### config.mk
export PLATFORM = sky130hd
export DESIGN_NAME = sw_aligner_top
export DESIGN_NICKNAME = d
export VERILOG_FILES = /design/src/verilog/sw_pkg.sv /design/src/verilog/query_loader.sv /design/src/verilog/sw_cell.sv /design/src/verilog/sw_array.sv /design/src/verilog/best_hit_tracker.sv /design/src/verilog/sw_aligner_top.sv
export VERILOG_INCLUDE_DIRS = /design/src /design/src/verilog
export SDC_FILE = /design/constraint.sdc
export NUM_CORES = 1
export LEC_CHECK = 0
export ABC_AREA = 1
export BUFFER_PORTS_ARGS = -buffer_cell sky130_fd_sc_hd__buf_2
export CORE_ASPECT_RATIO = 1.25
export CORE_MARGIN = 10
export CORE_UTILIZATION = 24
export CTS_BUF_LIST = sky130_fd_sc_hd__clkbuf_4 sky130_fd_sc_hd__clkbuf_8
export CTS_CLUSTER_DIAMETER = 80
export DETAILED_ROUTE_END_ITERATION = 10
export GPL_TIMING_DRIVEN = 0
export HOLD_SLACK_MARGIN = 0.12
export PLACE_DENSITY_LB_ADDON = 0.2
export SKIP_LAST_GASP = 1
export SYNTH_ARGS = -nofsm -noshare
export SYNTH_HDL_FRONTEND = slang
export SYNTH_SLANG_ARGS = --single-unit
### constraint.sdc
create_clock -name clk -period 9.23 [get_ports clk]
set_input_delay 0.923 -clock clk [delete_from_list [all_inputs] [get_ports clk]]
set_output_delay 0.923 -clock clk [all_outputs]
set_load 0.01 [all_outputs]
### src/verilog/sw_macros.svh
// smith-waterman engine sizing
// array length and the widths of every score and position field

`ifndef SW_MACROS_SVH
`define SW_MACROS_SVH

//////////////////////////////////////////////////
// array size
//////////////////////////////////////////////////
`define SW_NUM_CELLS 8    // one cell per query base, so also the max query length

//////////////////////////////////////////////////
// field widths
//////////////////////////////////////////////////
`define SW_SCORE_W   10   // signed score
`define SW_BASE_W    2    // nucleotide code
`define SW_QPOS_W    3    // query index, covers SW_NUM_CELLS
`define SW_TPOS_W    8    // target position, max target length 256

`endif

### src/verilog/sw_pkg.sv
// smith-waterman shared types
// scores, bases, target beats and the links passed between cells

`include "sw_macros.svh"

package sw_pkg;

    typedef logic signed [`SW_SCORE_W-1:0] score_t;   // two's complement score
    typedef logic [`SW_BASE_W-1:0]         base_t;    // A/C/G/T code
    typedef logic [`SW_QPOS_W-1:0]         qpos_t;    // query index = cell index
    typedef logic [`SW_TPOS_W-1:0]         tpos_t;    // target base position

    typedef struct packed {
        score_t match;      // positive
        score_t mismatch;   // zero or negative
        score_t gap_open;   // zero or negative, linear gap
    } score_cfg_t;

    typedef struct packed {
        base_t base;
        logic  en;          // low means the cell just passes scores through
    } query_slot_t;

    // start beats open an alignment and carry no base
    typedef struct packed {
        logic  valid;
        logic  start;
        logic  last;        // final base beat of the target
        base_t base;
    } target_beat_t;

    typedef struct packed {
        score_t h;          // H[i,j] of the sending cell
        score_t h_max;      // running local max over the cells above
        qpos_t  h_max_i;    // query index where h_max was found
    } cell_link_t;

    typedef struct packed {
        score_t best_score;
        qpos_t  best_query_pos;
        tpos_t  best_target_pos;
    } align_result_t;

endpackage

### src/verilog/query_loader.sv
// query loader
// writes query bases into per-cell slots and flags them enabled

`timescale 1ns/1ps
`include "sw_macros.svh"

module query_loader import sw_pkg::*; (
    input  logic                            clk,
    input  logic                            rst_n,
    input  logic                            query_clear,  // empties all slots
    input  logic                            query_load,   // writes the next slot
    input  base_t                           query_base,
    output query_slot_t [`SW_NUM_CELLS-1:0] slots
);

    localparam int PTR_W = $clog2(`SW_NUM_CELLS + 1);   // counts 0..SW_NUM_CELLS

    logic [PTR_W-1:0]         wr_ptr;      // next free slot
    qpos_t                    wr_idx;
    logic                     full;
    logic                     do_write;
    logic [`SW_NUM_CELLS-1:0] ens;         // slot enables
    base_t                    bases [`SW_NUM_CELLS];

    assign full     = (wr_ptr == PTR_W'(`SW_NUM_CELLS));
    assign wr_idx   = wr_ptr[`SW_QPOS_W-1:0];
    assign do_write = query_load && !query_clear && !full;   // clear wins, overflow dropped

    //////////////////////////////////////////////////
    // write pointer and enables
    //////////////////////////////////////////////////
    always_ff @(posedge clk or negedge rst_n) begin
        if (!rst_n) begin
            wr_ptr <= '0;
            ens    <= '0;
        end else if (query_clear) begin
            wr_ptr <= '0;
            ens    <= '0;
        end else if (do_write) begin
            ens[wr_idx] <= 1'b1;
            wr_ptr      <= wr_ptr + 1'b1;
        end
    end

    // base storage
    always_ff @(posedge clk) begin
        if (do_write)
            bases[wr_idx] <= query_base;
    end

    always_comb begin
        for (int k = 0; k < `SW_NUM_CELLS; k++) begin
            slots[k].base = bases[k];
            slots[k].en   = ens[k];
        end
    end

    // the query never outgrows the array
    a_no_load_when_full: assert property (@(posedge clk) disable iff (!rst_n)
        query_load && !query_clear |-> !full);

endmodule

### src/verilog/sw_cell.sv
// smith-waterman scoring cell
// one query base, linear gap, local clipping and running max tracking

`timescale 1ns/1ps

module sw_cell import sw_pkg::*; #(
    parameter int INDEX = 0     // position in the array = query index
) (
    input  logic         clk,
    input  logic         rst_n,
    input  score_cfg_t   cfg,
    input  query_slot_t  slot,       // query base held by the loader
    input  target_beat_t beat_in,
    input  cell_link_t   link_in,    // from the cell above
    output target_beat_t beat_out,
    output cell_link_t   link_out    // to the cell below, link_out.h is also h_left
);

    score_t h_diag;        // H[i-1,j-1], h_in of the previous base beat
    score_t sub;           // substitution score
    score_t diag_score;
    score_t left_raw;
    score_t up_raw;
    score_t gap_left;      // clipped E
    score_t gap_up;        // clipped F
    score_t next_h;
    logic   base_beat;
    logic   start_beat;
    logic   keep_stored;   // stored max wins
    logic   take_above;    // max from the cell above wins

    // signed max
    function automatic score_t smax(score_t a, score_t b);
        return (a < b) ? b : a;
    endfunction

    assign base_beat  = beat_in.valid && !beat_in.start;
    assign start_beat = beat_in.valid && beat_in.start;

    //////////////////////////////////////////////////
    // H recurrence
    //////////////////////////////////////////////////
    always_comb begin
        sub        = (slot.base == beat_in.base) ? cfg.match : cfg.mismatch;
        diag_score = h_diag + sub;
        left_raw   = link_out.h + cfg.gap_open;   // gap along the target
        up_raw     = link_in.h + cfg.gap_open;    // gap along the query
        gap_left   = smax(left_raw, '0);          // local alignment clips at zero
        gap_up     = smax(up_raw, '0);
        if (slot.en)
            next_h = smax(diag_score, smax(gap_left, gap_up));
        else
            next_h = link_in.h;                   // unused cell, pass through
    end

    // max priority is stored, then above, then new
    // ties on the stored value keep the earliest target position
    always_comb begin
        keep_stored = (link_out.h_max >= link_in.h_max) && (link_out.h_max >= next_h);
        take_above  = !keep_stored && (link_in.h_max >= next_h);
    end

    //////////////////////////////////////////////////
    // cell registers
    //////////////////////////////////////////////////
    always_ff @(posedge clk or negedge rst_n) begin
        if (!rst_n) begin
            beat_out <= '0;
            link_out <= '0;
            h_diag   <= '0;
        end else begin
            beat_out <= beat_in;                      // one cycle per cell
            if (start_beat) begin
                link_out <= '0;                       // H[i,-1] = 0, max restarts
                h_diag   <= '0;
            end else if (base_beat) begin
                link_out.h <= next_h;
                h_diag     <= link_in.h;
                if (take_above) begin
                    link_out.h_max   <= link_in.h_max;
                    link_out.h_max_i <= link_in.h_max_i;
                end else if (!keep_stored) begin
                    link_out.h_max   <= next_h;
                    link_out.h_max_i <= qpos_t'(INDEX);
                end
            end
            // valid low gaps hold everything
        end
    end

    // holds only if every cell above also clips its gaps
    a_h_not_negative: assert property (@(posedge clk) disable iff (!rst_n)
        link_out.h >= 0);

endmodule

### src/verilog/sw_array.sv
// smith-waterman systolic array
// chain of scoring cells, target beats and score links move one cell per cycle

`timescale 1ns/1ps
`include "sw_macros.svh"

module sw_array import sw_pkg::*; (
    input  logic                            clk,
    input  logic                            rst_n,
    input  score_cfg_t                      cfg,
    input  query_slot_t [`SW_NUM_CELLS-1:0] slots,
    input  target_beat_t                    beat_in,
    output target_beat_t                    tail_beat,   // from the last cell
    output cell_link_t                      tail_link
);

    // stage k feeds cell k, stage SW_NUM_CELLS is the tail
    target_beat_t beat_chain [`SW_NUM_CELLS+1];
    cell_link_t   link_chain [`SW_NUM_CELLS+1];

    assign beat_chain[0] = beat_in;
    assign link_chain[0] = '0;      // row above the query is all zero

    //////////////////////////////////////////////////
    // cells
    //////////////////////////////////////////////////
    for (genvar k = 0; k < `SW_NUM_CELLS; k++) begin : g_cell
        sw_cell #(
            .INDEX (k)
        ) cell_i (
            .clk      (clk),
            .rst_n    (rst_n),
            .cfg      (cfg),
            .slot     (slots[k]),
            .beat_in  (beat_chain[k]),
            .link_in  (link_chain[k]),
            .beat_out (beat_chain[k+1]),
            .link_out (link_chain[k+1])
        );
    end

    assign tail_beat = beat_chain[`SW_NUM_CELLS];
    assign tail_link = link_chain[`SW_NUM_CELLS];

endmodule

### src/verilog/best_hit_tracker.sv
// best hit tracker
// follows the max leaving the array and reports the best hit at the last beat

`timescale 1ns/1ps

module best_hit_tracker import sw_pkg::*; (
    input  logic          clk,
    input  logic          rst_n,
    input  target_beat_t  tail_beat,
    input  cell_link_t    tail_link,
    output align_result_t result,
    output logic          result_valid   // one cycle pulse
);

    tpos_t         t_count;      // base beats seen since the start beat
    align_result_t best;         // best hit so far in this target
    align_result_t next_best;
    logic          base_beat;
    logic          rise;

    assign base_beat = tail_beat.valid && !tail_beat.start;

    //////////////////////////////////////////////////
    // best hit selection
    //////////////////////////////////////////////////
    always_comb begin
        rise      = base_beat && (tail_link.h_max > best.best_score);  // strict, first hit kept
        next_best = best;
        if (rise) begin
            next_best.best_score      = tail_link.h_max;
            next_best.best_query_pos  = tail_link.h_max_i;
            next_best.best_target_pos = t_count;      // position of this beat
        end
    end

    always_ff @(posedge clk or negedge rst_n) begin
        if (!rst_n) begin
            t_count      <= '0;
            best         <= '0;
            result       <= '0;
            result_valid <= 1'b0;
        end else begin
            result_valid <= base_beat && tail_beat.last;
            if (tail_beat.valid && tail_beat.start) begin
                t_count <= '0;
                best    <= '0;
            end else if (base_beat) begin
                t_count <= t_count + 1'b1;
                best    <= next_best;
                if (tail_beat.last)
                    result <= next_best;              // held until the next report
            end
        end
    end

    // a start beat carries no base, so it can never close a target
    a_no_start_and_last: assert property (@(posedge clk) disable iff (!rst_n)
        tail_beat.valid |-> !(tail_beat.start && tail_beat.last));

endmodule

### src/verilog/sw_aligner_top.sv
// smith-waterman aligner top level
// query loader, systolic scoring array and best hit tracker

`timescale 1ns/1ps
`include "sw_macros.svh"

module sw_aligner_top import sw_pkg::*; (
    input  logic          clk,
    input  logic          rst_n,
    input  score_cfg_t    cfg,            // stable during an alignment
    input  logic          query_clear,
    input  logic          query_load,
    input  base_t         query_base,
    input  target_beat_t  target_in,
    output align_result_t result,
    output logic          result_valid
);

    query_slot_t [`SW_NUM_CELLS-1:0] slots;
    target_beat_t                    tail_beat;
    cell_link_t                      tail_link;

    query_loader loader_i (
        .clk         (clk),
        .rst_n       (rst_n),
        .query_clear (query_clear),
        .query_load  (query_load),
        .query_base  (query_base),
        .slots       (slots)
    );

    sw_array array_i (
        .clk       (clk),
        .rst_n     (rst_n),
        .cfg       (cfg),
        .slots     (slots),
        .beat_in   (target_in),
        .tail_beat (tail_beat),
        .tail_link (tail_link)
    );

    best_hit_tracker tracker_i (
        .clk          (clk),
        .rst_n        (rst_n),
        .tail_beat    (tail_beat),
        .tail_link    (tail_link),
        .result       (result),
        .result_valid (result_valid)
    );

endmodule

==> metrics.cfg, run 1 <==
[routing]
route.detailed.wl_per_inst_um=19.7
drc=0
viasPerCell=4.70
ant_nets=0
via_count=30500
firstDrtPassIters=6
drt_iter0_drc=1793
drt-total-wl_um=128000

[critical_path]
crit_start=cfg[1]
crit_fanout=10
cp_top_family=compound AO/OA/AOI/OAI gates
start_kind=input pin
cp.required_ns=9.93
critPathBufInv=12
slowest_delay_ns=0.57
critPathCaptureType=flip-flop
ff2ff_setup_slack_ns=0.88
path_class=in -> reg
cpMostUsedCell=nor2_1
cpMaxStageDelayCell=a21oi_1
arrival_ns=9.24
timing.rr.start=array_i.g_cell[2].cell_i.link_out[13]

[timing]
min_period_ns=8.54
fin_setup_tns_ns=0
finalSetupViolations=0
relSlewSlack_pct=18.1
tightest_slew_ns=1.23
fin_crit_sh_pct=92.5
clock_skew_ns=0.0521
hold_viol=0
clock.fmax_mhz=117
slew_viol_final=0

[cts]
worstSkewPairLatency_ns=0.77
tritoncts=built
clkTransAtPathRegs_ns=0.06
cts_made_buffers=77
cts-htree-levels=3
cts_buffer_depth=3
cts.sinks=364
root_buffer=clkbuf_8

[die]
core.rowCount=151
die_y_um=433
core_um2=136000
io_pins=63
start_util_pct=24.2
die-area_um2=152000
dieWidth_um=351

[synthesis]
yosysUniqueCellTypes=76
synth.top_cell.area_share_pct=26.5
synth_common_cells=nand2_1 (1013), inv_1 (743), ha_1 (453)
syn_nets=5040
async_reset_ff_share_pct=95.6
ys.flop_type=dfrtp_1
synthCells=4531
synth_top_area_cell=dfrtp_1
synth_area_per_cell_um2=7.24
synth_seq_cells=364
synth.most_common_cell=nand2_1
synthTopCellsByArea=dfrtp_1 (27%), ha_1 (17%), nand2_1 (12%)
synthesis.area_um2=32800
yosys_warnings=0
synth-edff-count=16
yosysSeqAreaShare_pct=28.0

[global_route]
grt_usage_pct=16.6
grt_pass1_vias=30500
grt_start_max_net_pins=109
grt_pass1_wl_um=190000
grt_remaining_overflow=0
antenna_found_initial=9

[layout]
post-route-util_pct=27.5
area_growth_pct=13.7
layout.cells.non_filler=6489
drive_gt1_share_pct=8.59
fill_cells=15100
nets=5177

[worst_hold_path]
min_from=target_in[2]
hold_path_class=in -> reg

[place]
place_hpwl_um=101000
gp_congestion=0.885
dp_cells=6344
io_buffers=51

[pwr]
cellPowerDensity_nw_per_um2=246
peakVddDrop_mv=0.210
leakage_nw=19.3

[status]
outcome=complete, no violations

[job]
cap_violations=0

## where the power goes
group	switching, mW	internal (mW)
clock	0.847	1.14
combinational	3.33	1.78
sequential	0.267	1.80
## state kept, by name (all words and copies together), names as in the netlist
signal	count
array_i.g_cell.cell_i.beat_out	38
array_i.g_cell.cell_i.h_diag	70
array_i.g_cell.cell_i.link_out	177
loader_i.bases	16
loader_i.ens	8
loader_i.wr_ptr	4
tracker_i.best	21
tracker_i.result	21
tracker_i.result_valid	1
tracker_i.t_count	8
## per-stage QoR
step / hold WS, ns / cell area [µm²] / total power, mW / worst slack [ns]
after floorplan: 0.331 / 32800 / 5.76 / 1.38
after global placement: 0.333 / 35300 / 7.13 / -2.25
after detailed placement: 0.336 / 35400 / 7.17 / -2.21
after CTS: 0.214 / 37100 / 9.22 / 0.0782
after global routing: 0.252 / 37300 / 10.1 / -0.0222
final: 0.292 / 37300 / 9.16 / 0.695
## what timing repair did
item,4_1_cts,5_1_grt
endpoints found under the setup margin,76,76
hold buffers,1,0
gates cloned,0,0
endpoints found under the hold margin,41,0
setup buffers,1,5
pin swaps,0,3
resized for setup,11,46
## cell families (layout without fill, tap and decap cells)
family          after synthesis  after routing  synth area share, %
mux                           4              4                0.122
xor+xnor                    116            116                 3.22
flops                       364            364                 28.0
fa+ha+maj                   469            469                 18.2
buf+inv                     889           1082                 10.6
other cells                   0              6                    0
compound gates              900            900                 16.1
simple gates               1789           1789                 23.7
## per-layer routing
layer  track usage (%)  up-vias  wire length [µm]
li1                  -    15400                 -
met1              18.8    14300             52100
met2              30.9      559             65900
met3              2.15      232              4360
met4              7.21        4              5450
met5                 0        -                30
## area by class of cell
type,instances,area [µm²],share of cell area (%)
Multi-Input combinational cell,3278,20300,54.4
Sequential cell,364,9190,24.6
Inverter,771,2910,7.79
Tap cell,1759,2200,5.90
Clock buffer,104,1330,3.57
Buffer,115,564,1.51
Timing Repair Buffer,61,444,1.19
Clock inverter,31,365,0.979
Antenna cell,6,15.0,0.0403
## placed cells by master, fill, tap and decap left out, types with 38 or more instances in the layout
cell type	count
o21ai_0	281
nand3_1	239
o22ai_1	149
nor2_1	294
buf_2	60
o21bai_1	39
dfrtp_1	348
inv_1	742
nand2_2	38
ha_1	452
a21oi_1	231
nand4_1	86
clkbuf_8	88
xnor2_1	44
nor3_1	41
clkbuf_1	68
nand2_1	1012
xor2_1	68
## worst paths after layout
| path | end | cells after the start |
|---|---|---|
| max in group asynchronous | array_i.g_cell[4].cell_i.beat_out[2] | 4 |
| worst max-delay path | array_i.g_cell[2].cell_i.link_out[3] | 55 |
| worst min register to register | array_i.g_cell[6].cell_i.beat_out[2] | 0 |
| min in group asynchronous | array_i.g_cell[0].cell_i.link_out[10] | 2 |
| worst min-delay path | array_i.g_cell[0].cell_i.beat_out[2] | 1 |
| worst max register to register | array_i.g_cell[2].cell_i.link_out[3] | 54 |
Note: power is estimated with default switching activity, not from simulation.
==> run 2: changes to the inputs <==
clock period = 10.5 ns   (was 9.23 ns; I/O delays follow)
==> metrics.cfg, run 2 (synthesis gave the netlist of run 1 again) <==
[global_route]
grt_remaining_overflow=0  ; unchanged
grt_usage_pct=16.6  ; about the same
antenna_found_initial=9  ; unchanged
grt_start_max_net_pins=109  ; unchanged
grt_pass1_vias=30500  ; -0.069%
grt_pass1_wl_um=190000  ; about the same

[die]
io_pins=63  ; unchanged
core.rowCount=151  ; unchanged
die-area_um2=152000  ; unchanged
dieWidth_um=351  ; unchanged
start_util_pct=24.2  ; unchanged
die_y_um=433  ; unchanged
core_um2=136000  ; unchanged

[layout]
layout.cells.non_filler=6486  ; -0.046%
fill_cells=15100  ; +0.073%
final_cell_mix=nand2_1 (1013), inv_1 (742), ha_1 (453)
final_common_cell=nand2_1
largest-register=array_i.g_cell.cell_i.link_out
drive_gt1_share_pct=7.88  ; -0.71 points
largest_register_ffs=177  ; unchanged
nets=5174  ; -0.058%
area_growth_pct=13.1
top_regs=array_i.g_cell.cell_i.link_out x177, array_i.g_cell.cell_i.h_diag x70, array_i.g_cell.cell_i.beat_out x38

[place]
dp_cells=6344  ; unchanged
gp_congestion=0.885  ; unchanged
place_hpwl_um=101000  ; unchanged
io_buffers=51  ; unchanged
place_ws_ns=-1.07  ; +1.14 ns

[critical_path]
cpMaxStageDelayCell=ha_1
start_kind=input pin
cpMostUsedCell=nor2_1
arrival_ns=10.34  ; +1.10 ns
ff2ff_path_depth=56  ; +3.7%
path_class=in -> reg
critPathCaptureType=flip-flop
timing.rr.start=array_i.g_cell[2].cell_i.link_out[13]
crit_fanout=10  ; unchanged
reg2reg_to=array_i.g_cell[2].cell_i.link_out[3]
slowest_delay_ns=0.49  ; -0.08 ns
ff2ff_setup_slack_ns=1.51  ; +0.63 ns
cp.required_ns=11.20  ; +1.27 ns

[timing]
tightest_slew_ns=1.34  ; +0.109 ns
rsz0062_at_grt=false
finalSetupViolations=0  ; unchanged
slew_viol_final=0  ; unchanged
min_period_ns=9.64
hold_viol=0  ; unchanged
clock_skew_ns=0.0542  ; +0.00206 ns
fin_crit_sh_pct=91.8
relSlewSlack_pct=9.94  ; -8.2 points
clock.fmax_mhz=104
final.setup.worst_slack_ns=0.857  ; +0.162 ns

[cts]
postCtsHoldBufs=0  ; -1
cts.sinks=364  ; unchanged
root_buffer=clkbuf_8
clkTransAtPathRegs_ns=0.06  ; about the same
cts-htree-levels=3  ; unchanged
worstSkewPairLatency_ns=0.77  ; about the same
tritoncts=built
cts_made_buffers=77  ; unchanged
cts_buffer_depth=3  ; unchanged

[routing]
drc=0  ; unchanged
ant_nets=0  ; unchanged
via_count=30500  ; +0.14%
drt_iter0_drc=1748  ; -2.5%
route.detailed.wl_per_inst_um=19.7  ; about the same
viasPerCell=4.71  ; +0.18%
drt-total-wl_um=128000  ; about the same
firstDrtPassIters=6  ; unchanged

[status]
outcome=complete, no violations

[pwr]
cellPowerDensity_nw_per_um2=216  ; -12%
leakage_nw=19.2  ; -0.38%
peakVddDrop_mv=0.182  ; -13%
finalPower_mw=8.02  ; -12%

[job]
cap_violations=0  ; unchanged

[worst_hold_path]
hold_path_class=in -> async

[run 2: area by class of cell]
cell class,count,area [µm²],area share [%]
Multi-Input combinational cell,3278,20200,54.4
Sequential cell,364,9190,24.8
Inverter,771,2900,7.82
Tap cell,1759,2200,5.93
Clock buffer,104,1330,3.59
Buffer,118,568,1.53
Clock inverter,31,365,0.985
Timing Repair Buffer,55,360,0.971
Antenna cell,6,15.0,0.0405
[run 2: how the worst max path moves through the flow]
stage	from	slack, ns	cells after the start	to
global placement	cfg[1]	-1.11	45	array_i.g_cell[7].cell_i.link_out[6]
CTS	cfg[1]	0.39	53	array_i.g_cell[7].cell_i.link_out[7]
finish	cfg[1]	0.86	57	array_i.g_cell[2].cell_i.link_out[3]
global route	cfg[1]	0.10	53	array_i.g_cell[7].cell_i.link_out[10]
floorplan	cfg[1]	2.52	52	array_i.g_cell[7].cell_i.link_out[10]
detailed placement	cfg[1]	-1.07	45	array_i.g_cell[7].cell_i.link_out[6]
[run 2: repair_timing]
item	in CTS	in global routing
setup endpoints to repair	10	37
gates resized for setup	2	6
buffers inserted	1	0
hold endpoints to repair	0	0
[run 2: stage by stage]
stage          area (µm²)  util [%]  setup TNS (ns)  hold WS, ns
4_1_cts             37100      27.3               0        0.168
3_3_place_gp        35300      26.0          -22.42        0.333
3_5_place_dp        35400      26.1          -20.61        0.336
2_1_floorplan       32800         -               0        0.331
6_report            37100      27.4               0        0.224
5_1_grt             37100      27.3               0        0.211
[run 2: report_power, final]
group	leakage (nW)	internal [mW]	switching, mW
logic	13.5	1.55	2.91
clock network	0.884	1.00	0.745
registers	4.86	1.58	0.234
total	19.2	4.13	3.89
[run 2: routing by layer]
metal	part of all wire (%)	global-route usage, %
met5	0.14	0
met4	4.1	7.14
met3	3.2	2.14
met2	52	30.9
met1	41	18.8
[run 2: worst max-delay path: cells and delay by family]
family          cells  cell delay (ns)
buf+inv            12             2.30
simple gates       26             2.59
fa+ha+maj           5             1.82
xor+xnor            1             0.23
compound gates     13             2.29
==> run 3: changes to the inputs <==
CTS_BUF_LIST = unset   (was sky130_fd_sc_hd__clkbuf_4 sky130_fd_sc_hd__clkbuf_8)
SYNTH_HIERARCHICAL = 1   (was unset)
==> metrics.cfg, run 3 <==
[timing]
rsz0062_at_grt=false
relSlewSlack_pct=7.21  ; -2.7 points
slew_viol_final=0  ; unchanged
min_period_ns=9.45  ; -0.188 ns
hold_viol=0  ; unchanged
finalSetupViolations=0  ; unchanged
fin_crit_sh_pct=90.0  ; -1.8 points
fin_setup_tns_ns=0  ; unchanged
tightest_slew_ns=1.38  ; +0.0406 ns
clock.fmax_mhz=106  ; +2.0%
clock_skew_ns=0.0315  ; -0.0227 ns

[global_route]
antenna_found_initial=13  ; +4
grt_usage_pct=14.8  ; -1.8 points
grt_pass1_vias=34500  ; +13%
grt_remaining_overflow=0  ; unchanged
grt_start_max_net_pins=105  ; -3.7%
grt_pass1_wl_um=207000  ; +8.8%

[layout]
final_common_cell=nand2_1
multiInputGateArea_um2=25900  ; +28%
fill_cells=17700  ; +17%
register_area_um2=9610  ; +4.6%
largest_register_ffs=184  ; +4.0%
layout.cells.non_filler=7621  ; +17%
final_cell_mix=nand2_1 (1119), inv_1 (778), ha_1 (573)
largest-register=array_i/g_cell.cell_i/link_out
nets=6048  ; +17%
top_regs=array_i/g_cell.cell_i/link_out x184, array_i/g_cell.cell_i/h_diag x80, array_i/g_cell.cell_i/beat_out x38
post-route-util_pct=27.2  ; -0.11 points
drive_gt1_share_pct=10.9  ; +3.1 points
area_growth_pct=13.0  ; about the same

[job]
cap_violations=0  ; unchanged

[cts]
postCtsSetupBuffers=0  ; -1
cts.sinks=381  ; +4.7%
cts_buffer_depth=3  ; unchanged
clkTransAtPathRegs_ns=0.05  ; about the same
tritoncts=built
postCtsHoldBufs=0  ; unchanged
root_buffer=clkbuf_16
cts-htree-levels=2  ; -1
worstSkewPairLatency_ns=0.64  ; -0.13 ns
post_cts_resize_count=0  ; -2
cts_made_buffers=52  ; -32%

[routing]
route.detailed.wl_per_inst_um=17.8  ; -9.5%
drt_iter0_drc=1936  ; +11%
drc=0  ; unchanged
firstDrtPassIters=5  ; -1
drt-total-wl_um=136000  ; +6.4%
ant_nets=0  ; unchanged
via_count=34900  ; +14%
viasPerCell=4.58  ; -2.8%

[die]
io_pins=63  ; unchanged
dieWidth_um=380  ; +8.5%
core_um2=162000  ; +19%
die-area_um2=179000  ; +18%
start_util_pct=24.1  ; -0.077 points
core.rowCount=165  ; +9.3%
die_y_um=471  ; +8.6%

[critical_path]
slowest_delay_ns=0.76  ; +0.27 ns
cp.required_ns=11.06  ; -0.14 ns
critPathCaptureType=flip-flop
crit_fanout=24  ; +14
arrival_ns=10.02  ; -0.32 ns
cpMaxStageDelayCell=buf_2
cp_top_family=compound AO/OA/AOI/OAI gates
start_kind=input pin
cpMostUsedCell=nand2_1
path_class=in -> reg
critPathBufInv=9  ; -3

[pwr]
swShare_pct=49.3  ; +0.76 points
peakVddDrop_mv=0.247  ; +36%
clockPowerShare_pct=18.7  ; -3.1 points
internal_power_mw=4.94  ; +20%
leakage_nw=22.4  ; +17%
power_frac_comb_pct=59.9  ; +4.3 points
netSwitchingPower_mw=4.80  ; +23%
seqPwrFrac_pct=21.4  ; -1.2 points
cellPowerDensity_nw_per_um2=221  ; +2.4%

[worst_hold_path]
hold_path_class=in -> async

[synthesis]
synthesis.area_um2=39000  ; +19%
yosys_warnings=6  ; +6
synthCells=5241  ; +16%
synth_area_per_cell_um2=7.44  ; +2.7%

[place]
gp_congestion=0.849  ; -4.0%
place_hpwl_um=105000  ; +4.1%
dp_cells=7527  ; +19%
io_buffers=62  ; +22%

[status]
outcome=complete, no violations

## run 3: layout make-up
type,count,area share (%)
inverters,806,6.89
clock inverters,24,0.551
diodes,2,0.0114
flip-flops and latches,381,21.8
repair buffers,66,0.977
plain buffers,99,1.49
clock buffers,68,3.37
multi-input cells,4004,58.7
well taps,2171,6.17
## run 3: power groups by stage
stage               clock network, mW  logic [mW]  registers, mW
global route                     1.94        6.70           2.12
detailed placement                  0        5.84           2.12
finish                           1.82        5.84           2.09
CTS                              1.89        5.86           2.10
floorplan                           0        4.47           1.97
global placement                    0        5.78           2.12
## run 3: worst register-to-register path, delay by kind of cell (launching register included)
kind                       cells  cell delay, ns
DFF                            1            0.64
adders and majority gates      6            2.07
buffers and inverters         12            1.58
AOI/OAI and AO/OA             15            2.66
and+or+nand+nor               18            1.71
## run 3: stage by stage
stage	area [µm²]	setup WS (ns)	power, mW	hold WS [ns]
final	44000	1.05	9.75	0.310
after global routing	44000	0.202	10.8	0.303
after CTS	44000	1.13	9.85	0.284
after detailed placement	42300	0.462	7.96	0.335
after global placement	42200	-0.153	7.90	0.337
after floorplan	39200	3.05	6.44	0.331
## run 3: routing by layer
| metal | vias to the layer above | GRT usage (%) | share of wire, % |
|---|---|---|---|
| li1 | 17900 | - | - |
| met1 | 16200 | 18.0 | 44 |
| met2 | 589 | 26.4 | 49 |
| met3 | 208 | 1.80 | 3.7 |
| met4 | 6 | 5.26 | 3.4 |
| met5 | - | 0 | 0.027 |
## run 3: worst paths after layout
path                                                  startpoint                                    to  slack [ns]  cells after the start
max in group asynchronous                                  rst_n    array_i/g_cell[0].cell_i/h_diag[9]        8.57                      4
setup reg to reg           array_i/g_cell[1].cell_i/link_out[13]  array_i/g_cell[2].cell_i/link_out[0]        1.75                     51
hold reg to reg             array_i/g_cell[1].cell_i/beat_out[2]  array_i/g_cell[2].cell_i/beat_out[2]        0.35                      0
setup / recovery                                          cfg[1]  array_i/g_cell[5].cell_i/link_out[4]        1.05                     42
min in group clk            array_i/g_cell[1].cell_i/beat_out[2]  array_i/g_cell[2].cell_i/beat_out[2]        0.35                      0
hold / removal                                             rst_n  array_i/g_cell[1].cell_i/beat_out[2]        0.31                      1
